File: src/hw/rl_trace_pkg.sv
// Remote-load trace package
// field widths, packet and return codes, record types and host register map
`default_nettype none

package rl_trace_pkg;

  // register id and slot table
  localparam int RL_REG_ID_W = 5;
  localparam int RL_REG_ELS  = 1 << RL_REG_ID_W;
  // int slots, then float slots, then the single icache slot
  localparam int RL_SLOT_ELS = 2 * RL_REG_ELS + 1;
  localparam int RL_SLOT_W   = $clog2(RL_SLOT_ELS);

  // destination coordinates and cycle counter
  localparam int RL_X_W   = 6;
  localparam int RL_Y_W   = 5;
  localparam int RL_CTR_W = 32;

  // outgoing packet op
  localparam int RL_OP_W = 2;
  localparam logic [RL_OP_W-1:0] RL_OP_LOAD  = 2'd0;
  localparam logic [RL_OP_W-1:0] RL_OP_STORE = 2'd1;
  localparam logic [RL_OP_W-1:0] RL_OP_SW    = 2'd2;
  localparam logic [RL_OP_W-1:0] RL_OP_AMO   = 2'd3;

  // returned packet type
  localparam int RL_RET_W = 2;
  localparam logic [RL_RET_W-1:0] RL_RET_INT    = 2'd0;
  localparam logic [RL_RET_W-1:0] RL_RET_FLOAT  = 2'd1;
  localparam logic [RL_RET_W-1:0] RL_RET_IFETCH = 2'd2;
  localparam logic [RL_RET_W-1:0] RL_RET_NONE   = 2'd3;

  // trace record type
  localparam int RL_TYPE_W = 2;
  localparam logic [RL_TYPE_W-1:0] RL_TYPE_INT    = 2'd0;
  localparam logic [RL_TYPE_W-1:0] RL_TYPE_FLOAT  = 2'd1;
  localparam logic [RL_TYPE_W-1:0] RL_TYPE_ICACHE = 2'd2;
  localparam logic [RL_TYPE_W-1:0] RL_TYPE_STORE  = 2'd3;

  // record FIFO and drop counter
  localparam int RL_FIFO_DEPTH = 16;
  localparam int RL_FIFO_PTR_W = $clog2(RL_FIFO_DEPTH);
  localparam int RL_FIFO_CNT_W = RL_FIFO_PTR_W + 1;
  localparam int RL_DROP_W     = 16;

  // AXI4-Lite byte offsets
  localparam int RL_AXI_ADDR_W = 4;
  localparam logic [RL_AXI_ADDR_W-1:0] RL_REG_STATUS  = 4'h0;
  localparam logic [RL_AXI_ADDR_W-1:0] RL_REG_START   = 4'h4;
  localparam logic [RL_AXI_ADDR_W-1:0] RL_REG_LATENCY = 4'h8;
  localparam logic [RL_AXI_ADDR_W-1:0] RL_REG_INFO    = 4'hC;

  // payload word, read as load info on loads and as data on stores
  typedef union packed {
    logic [31:0] store_data;
    struct packed {
      logic [29:0] reserved;
      logic        float_wb;
      logic        icache_fetch;
    } load_info;
  } rl_payload_u;

endpackage

`default_nettype wire

File: src/hw/rl_trace_if.sv
// Interfaces between the trace blocks
// launch events from the classifier and finished records into the host FIFO
`timescale 1ns/100ps
`default_nettype none


interface rl_record_if ();
  import rl_trace_pkg::*;

  logic                   v;
  logic [RL_TYPE_W-1:0]   kind;
  logic [RL_REG_ID_W-1:0] reg_id;
  logic [RL_X_W-1:0]      x;
  logic [RL_Y_W-1:0]      y;
  logic [RL_CTR_W-1:0]    start;
  logic [RL_CTR_W-1:0]    latency;

  // v is a one-cycle push, the sink never pushes back
  modport source (output v, kind, reg_id, x, y, start, latency);
  modport sink   (input  v, kind, reg_id, x, y, start, latency);
endinterface

`default_nettype wire

File: src/hw/rl_trace_axil.sv
// Trace record FIFO with AXI4-Lite host access
// records are dropped and counted when the FIFO is full, an info read pops the head
`timescale 1ns/100ps
`default_nettype none

module rl_trace_axil (
  input  wire logic                                  clk_i,
  input  wire logic                                  reset_i,
  rl_record_if.sink                                  rec,
  input  wire logic [rl_trace_pkg::RL_AXI_ADDR_W-1:0] s_awaddr_i,
  input  wire logic                                  s_awvalid_i,
  output logic                                       s_awready_o,
  input  wire logic [31:0]                           s_wdata_i,
  input  wire logic                                  s_wvalid_i,
  output logic                                       s_wready_o,
  output logic [1:0]                                 s_bresp_o,
  output logic                                       s_bvalid_o,
  input  wire logic                                  s_bready_i,
  input  wire logic [rl_trace_pkg::RL_AXI_ADDR_W-1:0] s_araddr_i,
  input  wire logic                                  s_arvalid_i,
  output logic                                       s_arready_o,
  output logic [31:0]                                s_rdata_o,
  output logic [1:0]                                 s_rresp_o,
  output logic                                       s_rvalid_o,
  input  wire logic                                  s_rready_i
);
  import rl_trace_pkg::*;

  // FIFO storage, one start, latency and info word per record
  logic [31:0] start_mem [RL_FIFO_DEPTH];
  logic [31:0] lat_mem   [RL_FIFO_DEPTH];
  logic [31:0] info_mem  [RL_FIFO_DEPTH];

  logic [RL_FIFO_PTR_W-1:0] wr_ptr_r;
  logic [RL_FIFO_PTR_W-1:0] rd_ptr_r;
  logic [RL_FIFO_CNT_W-1:0] count_r;
  logic [RL_DROP_W-1:0]     drop_r;

  logic        full;
  logic        empty;
  logic        push;
  logic        pop;
  logic        ar_fire;
  logic        aw_fire;
  logic [31:0] rd_word;

  assign full    = (count_r == RL_FIFO_CNT_W'(RL_FIFO_DEPTH));
  assign empty   = (count_r == '0);
  assign push    = rec.v && !full;
  assign ar_fire = s_arvalid_i && s_arready_o;
  assign pop     = ar_fire && (s_araddr_i == RL_REG_INFO) && !empty;
  // write data is ignored, any write to status clears the drop count
  assign aw_fire = s_awvalid_i && s_wvalid_i && !s_bvalid_o;

  assign s_arready_o = !s_rvalid_o;
  assign s_awready_o = !s_bvalid_o;
  assign s_wready_o  = !s_bvalid_o;
  assign s_bresp_o   = 2'b00;
  assign s_rresp_o   = 2'b00;

  always_ff @(posedge clk_i) begin
    if (push) begin
      start_mem[wr_ptr_r] <= rec.start;
      lat_mem[wr_ptr_r]   <= rec.latency;
      info_mem[wr_ptr_r]  <= {11'b0, rec.y, 2'b0, rec.x, 1'b0, rec.reg_id, rec.kind};
    end
  end

  always_ff @(posedge clk_i) begin
    if (reset_i) begin
      wr_ptr_r <= '0;
      rd_ptr_r <= '0;
      count_r  <= '0;
      drop_r   <= '0;
    end else begin
      wr_ptr_r <= wr_ptr_r + RL_FIFO_PTR_W'(push);
      rd_ptr_r <= rd_ptr_r + RL_FIFO_PTR_W'(pop);
      count_r  <= count_r + RL_FIFO_CNT_W'(push) - RL_FIFO_CNT_W'(pop);
      if (aw_fire && s_awaddr_i == RL_REG_STATUS) begin
        drop_r <= '0;
      end else if (rec.v && full && drop_r != '1) begin
        drop_r <= drop_r + 1'b1;
      end
    end
  end

  // record words read as zero while the FIFO is empty
  always_comb begin
    rd_word = '0;
    case (s_araddr_i)
      RL_REG_STATUS:  rd_word = {drop_r, 11'b0, count_r};
      RL_REG_START:   rd_word = empty ? '0 : start_mem[rd_ptr_r];
      RL_REG_LATENCY: rd_word = empty ? '0 : lat_mem[rd_ptr_r];
      RL_REG_INFO:    rd_word = empty ? '0 : info_mem[rd_ptr_r];
      default:        rd_word = '0;
    endcase
  end

  always_ff @(posedge clk_i) begin
    if (reset_i) begin
      s_rvalid_o <= 1'b0;
      s_bvalid_o <= 1'b0;
    end else begin
      if (ar_fire) begin
        s_rvalid_o <= 1'b1;
      end else if (s_rready_i) begin
        s_rvalid_o <= 1'b0;
      end
      if (aw_fire) begin
        s_bvalid_o <= 1'b1;
      end else if (s_bready_i) begin
        s_bvalid_o <= 1'b0;
      end
    end
  end

  always_ff @(posedge clk_i) begin
    if (ar_fire) begin
      s_rdata_o <= rd_word;
    end
  end

  // read data is held while the host stalls the response
  a_rvalid_hold: assert property (
    @(posedge clk_i) disable iff (reset_i)
    (s_rvalid_o && !s_rready_i) |=> (s_rvalid_o && $stable(s_rdata_o))
  );

endmodule

`default_nettype wire

File: src/flat_wrapper.sv
// flat-port wrapper written by rule: the top's interface ports become plain ports
module rl_trace_axil_flat import rl_trace_pkg::*;
  (clk_i, reset_i, s_awaddr_i, s_awvalid_i, s_awready_o, s_wdata_i, s_wvalid_i, s_wready_o, s_bresp_o, s_bvalid_o, s_bready_i, s_araddr_i, s_arvalid_i, s_arready_o, s_rdata_o, s_rresp_o, s_rvalid_o, s_rready_i, rec_v, rec_kind, rec_reg_id, rec_x, rec_y, rec_start, rec_latency);
  rl_record_if rec_i ();
  input  wire logic clk_i;
  input  wire logic reset_i;
  input  wire logic [rl_trace_pkg::RL_AXI_ADDR_W-1:0] s_awaddr_i;
  input  wire logic s_awvalid_i;
  output logic s_awready_o;
  input  wire logic [31:0] s_wdata_i;
  input  wire logic s_wvalid_i;
  output logic s_wready_o;
  output logic [1:0] s_bresp_o;
  output logic s_bvalid_o;
  input  wire logic s_bready_i;
  input  wire logic [rl_trace_pkg::RL_AXI_ADDR_W-1:0] s_araddr_i;
  input  wire logic s_arvalid_i;
  output logic s_arready_o;
  output logic [31:0] s_rdata_o;
  output logic [1:0] s_rresp_o;
  output logic s_rvalid_o;
  input  wire logic s_rready_i;
  input wire logic [$bits(rec_i.v)-1:0] rec_v;
  input wire logic [$bits(rec_i.kind)-1:0] rec_kind;
  input wire logic [$bits(rec_i.reg_id)-1:0] rec_reg_id;
  input wire logic [$bits(rec_i.x)-1:0] rec_x;
  input wire logic [$bits(rec_i.y)-1:0] rec_y;
  input wire logic [$bits(rec_i.start)-1:0] rec_start;
  input wire logic [$bits(rec_i.latency)-1:0] rec_latency;
  assign rec_i.v = rec_v;
  assign rec_i.kind = rec_kind;
  assign rec_i.reg_id = rec_reg_id;
  assign rec_i.x = rec_x;
  assign rec_i.y = rec_y;
  assign rec_i.start = rec_start;
  assign rec_i.latency = rec_latency;
  rl_trace_axil u_core (.clk_i(clk_i), .reset_i(reset_i), .rec(rec_i), .s_awaddr_i(s_awaddr_i), .s_awvalid_i(s_awvalid_i), .s_awready_o(s_awready_o), .s_wdata_i(s_wdata_i), .s_wvalid_i(s_wvalid_i), .s_wready_o(s_wready_o), .s_bresp_o(s_bresp_o), .s_bvalid_o(s_bvalid_o), .s_bready_i(s_bready_i), .s_araddr_i(s_araddr_i), .s_arvalid_i(s_arvalid_i), .s_arready_o(s_arready_o), .s_rdata_o(s_rdata_o), .s_rresp_o(s_rresp_o), .s_rvalid_o(s_rvalid_o), .s_rready_i(s_rready_i));
endmodule
File: config.mk
export PLATFORM = sky130hd
export DESIGN_NAME = rl_trace_axil_flat
export DESIGN_NICKNAME = d
export VERILOG_FILES = /design/src/hw/rl_trace_pkg.sv /design/src/hw/rl_trace_if.sv /design/src/hw/rl_trace_axil.sv /design/src/flat_wrapper.sv
export SDC_FILE = /design/constraint.sdc
export NUM_CORES = 1
export LEC_CHECK = 0
export BUFFER_PORTS_ARGS = -buffer_cell sky130_fd_sc_hd__buf_2
export CAP_MARGIN = 20
export CORE_MARGIN = 4
export CORE_UTILIZATION = 44
export DETAILED_ROUTE_END_ITERATION = 16
export GPL_TIMING_DRIVEN = 1
export PLACE_DENSITY = 0.71
export SYNTH_ARGS = -nofsm -noshare
export SYNTH_HDL_FRONTEND = slang
export SYNTH_SLANG_ARGS = --single-unit
File: constraint.sdc
create_clock -name clk_i -period 13.5 [get_ports clk_i]
set_clock_uncertainty 0.05 [all_clocks]
set_input_delay 0 -clock clk_i [delete_from_list [all_inputs] [get_ports clk_i]]
set_output_delay 0 -clock clk_i [all_outputs]
set_load 0.01 [all_outputs]
==> impl_metrics.toml <==
[outcome]
status = "finished clean"

[sta]
timing.final.hold_violations = 0
worst_slack_ns = 9.01
slew_headroom_pct = 22.8
finalCritPeriodShare_pct = 33.2
setup_viol_count_final = 0
layout_min_cycle_time_ns = 4.49
worst_hold_slack_ns = 0.0598
fin_tns_setup_ns = 0
maxSlewViolCount = 0
tightest_slew_ns = 1.16
fmax_ghz = 0.223
rsz0062_at_grt = "false"

[setup_path]
rr_worst_depth = 8
slowest_stage = "buf_4"
worstPathArrival_ns = 4.77
crit_buf_inv = 3
crit_top_cell = "buf_4"
required_ns = 13.79
start_kind = "register"
r2r-end = "u_core.start_mem[4][28]"
worst_setup_path_end_kind = "register"
cp_max_fo = 47
crit_family = "simple AND/OR/NAND/NOR gates"
r2r_start = "u_core.count_r[2]"
crit_chain = "inv_1 -> ha_1 -> and4bb_2 -> nor2b_1 -> or3b_2 -> nor2_4 -> buf_4 -> buf_4"
r2r_slack_ns = 9.01
cpPeakStageDelay_ns = 0.83
crit_type = "reg2reg"

[die]
die_h_um = 355
core.rowCount = 126
start_util_pct = 44.5
pin_count = 171
fp.coreArea_sq_mm = 0.119
die_area_sq_mm = 0.126
die_x_um = 355

[power_and_ir_drop]
internal_power_mw = 7.15
seq_power_share_pct = 53.4
switching_share_pct = 21.7
p_leak_nw = 18.8
irDropWorstVdd_v = 0.000124
power.switching_mw = 1.98
powerDensity_mw_per_mm2 = 150
combPwrFrac_pct = 5.7
p_total_mw = 9.13
p_clk_share_pct = 40.9

[drt]
wl_per_cell_um = 28.4
vias = 26203
routed_wl_um = 125000
first_pass_iters = 5
ant_nets = 0
viasPerCell = 5.95
drt_iter0_drc = 2963
drc = 0

[synth]
synth_area_per_cell_sq_um = 22.2
synth_xor_area_share_pct = 0.348
synthFlopType = "edfxtp_1"
synth.area.mux_share_pct = 15.4
syn-cell-area_sq_mm = 0.0528
synthSimpleGateAreaFrac_pct = 2.31
async_flop_share_pct = 0
ys_seq_area_share_pct = 77.5
ys_ff_latch = 1375
yosys_warnings = 0
synth_top_family_by_area = "multiplexers"
synth_edf_count = 1344
synth_compound_area_share_pct = 2.49
syn_inst = 2385
synth_cell_types = 65
synthAdderAreaFrac_pct = 0.298

[clocking]
cts.sinks = 1375
clkTransAtPathRegs_ns = 0.06
post-cts-setup-buffer-count = 0
numCtsBuffers = 135
cts_resized = 0
cts.path.max_buffers = 3
root_buffer = "clkbuf_16"
insertion_delay_ns = 0.74
cts_tree = "yes"
hold_buffers = 97
ctsHtreeMaxLevel = 4

[layout]
drive_above_1_share_pct = 27.1
final_common_cell = "edfxtp_1"
final_cell_mix = "edfxtp_1, mux4_2, clkbuf_16, buf_2, dlygate4sd3_1"
final_nets = 2829
area_delta_synth_final_pct = 15.4
fillerInstances = 9012

[place]
globalplace.congestion = 0.788
numPortBuffers = 134
dp_hpwl_um = 66800
pre_cts_ws_ns = 9.05

[hold_path]
hold_depth = 4
hold_path.class = "in2reg"
min-delay-start = "s_araddr_i[0]"
min_to = "u_core.s_rdata_o[9]"

[job]
cap_viol_max_count = 0

[global_routing]
grt_pass1_wl_um = 182000
grt_usage_pct = 19.7
grt_pass1_vias = 26638
grt.overflow.total = 0
antenna_found_initial = 12
grt_max_degree = 126
## kinds of logic after synthesis
group           after synthesis
flops                      1375
mux                         413
simple gates                232
compound gates              178
buf+inv                     153
xor+xnor                     21
fa+ha+maj                    12
other cells                   1
## flip-flops by register name (all words and copies together) (netlist names)
register	flops
u_core.s_rvalid_o	1
u_core.info_mem	288
u_core.s_bvalid_o	1
u_core.rd_ptr_r	4
u_core.wr_ptr_r	4
u_core.s_rdata_o	32
u_core.start_mem	512
u_core.drop_r	16
u_core.lat_mem	512
u_core.count_r	5
## synth_stat cells, types with 3 or more instances
master | number | area (sq um)
clkbuf_1 | 39 | 146
a21oi_1 | 23 | 115
nor2_1 | 51 | 191
a221oi_1 | 20 | 175
nand4_1 | 29 | 181
buf_6 | 14 | 158
edfxtp_1 | 1344 | 40400
and4_1 | 4 | 35.0
a211o_1 | 10 | 87.6
a22oi_1 | 36 | 270
o22ai_1 | 7 | 43.8
and2_1 | 7 | 43.8
o21ai_0 | 15 | 75.1
mux2_2 | 10 | 113
xor2_1 | 7 | 61.3
nand3_1 | 50 | 250
nand2_1 | 37 | 139
buf_2 | 46 | 230
mux2i_1 | 84 | 841
xnor2_1 | 14 | 123
nand3b_1 | 4 | 30.0
dfxtp_1 | 31 | 621
o21ai_1 | 4 | 20.0
inv_1 | 18 | 67.6
nand2b_1 | 4 | 25.0
and3_1 | 3 | 18.8
nor3_1 | 15 | 75.1
o31a_1 | 3 | 26.3
mux4_2 | 319 | 7180
a221o_1 | 13 | 130
o31ai_1 | 6 | 45.0
nor2b_1 | 12 | 75.1
buf_1 | 4 | 15.0
o2111ai_1 | 3 | 26.3
buf_4 | 30 | 225
a22o_1 | 3 | 26.3
ha_1 | 11 | 138
o211ai_1 | 5 | 37.5
a2bb2oi_1 | 6 | 52.6
a31oi_1 | 10 | 62.6
a211oi_1 | 5 | 37.5
## worst register-to-register path: cells and delay by family (launching register included)
family                   cells  cell delay, ns
AND/OR/NAND/NOR              4            1.91
adder cells (fa/ha/maj)      1            0.23
buffers and inverters        3            1.47
flip-flops                   1            0.37
## area by class of cell
cell class	count	area, sq um	share of cell area [%]
antenna	8	20.0	0.0328
clock buffer	170	3570	5.85
clock inverter	78	891	1.46
inverter	20	75.1	0.123
multi-input combinational	860	11200	18.4
sequential	1375	41000	67.2
tap	1600	2000	3.28
timing repair buffer	295	2220	3.64
## power by group through the flow
stage	Combinational, mW	Sequential (mW)	Clock [mW]
5_1_grt	0.558	4.88	3.97
2_1_floorplan	0.277	4.97	0
3_5_place_dp	0.488	4.97	0
3_3_place_gp	0.471	4.95	0
6_report	0.522	4.87	3.73
4_1_cts	0.521	4.88	3.79
## metal layers
metal	vias up	track usage, %	part of all wire, %
met5	-	0	0.0056
met3	199	3.61	9.0
li1	10732	-	-
met4	2	5.43	2.1
met1	13896	27.2	39
met2	1374	32.6	50
## stage by stage
stage	std cells	utilization, %	area (sq um)
after floorplan	2388	-	52900
after global placement	4047	46.7	55400
after detailed placement	4048	46.7	55400
after CTS	4393	51.2	60800
after global routing	4400	51.4	61000
final	4406	51.4	61000
## how the worst max path moves through the flow
stage / from / to / slack, ns / cells past startpoint
after global placement: u_core.count_r[2] / u_core.info_mem[4][9] / 9.10 / 8
after global routing: u_core.count_r[2] / u_core.start_mem[4][28] / 8.85 / 8
final: u_core.count_r[2] / u_core.start_mem[4][28] / 9.01 / 8
after floorplan: u_core.count_r[2] / u_core.info_mem[0][0] / 5.65 / 6
after CTS: u_core.count_r[3] / u_core.start_mem[4][28] / 9.02 / 8
after detailed placement: u_core.count_r[3] / u_core.info_mem[4][9] / 9.05 / 8
Power figures use the tool's default switching activity.
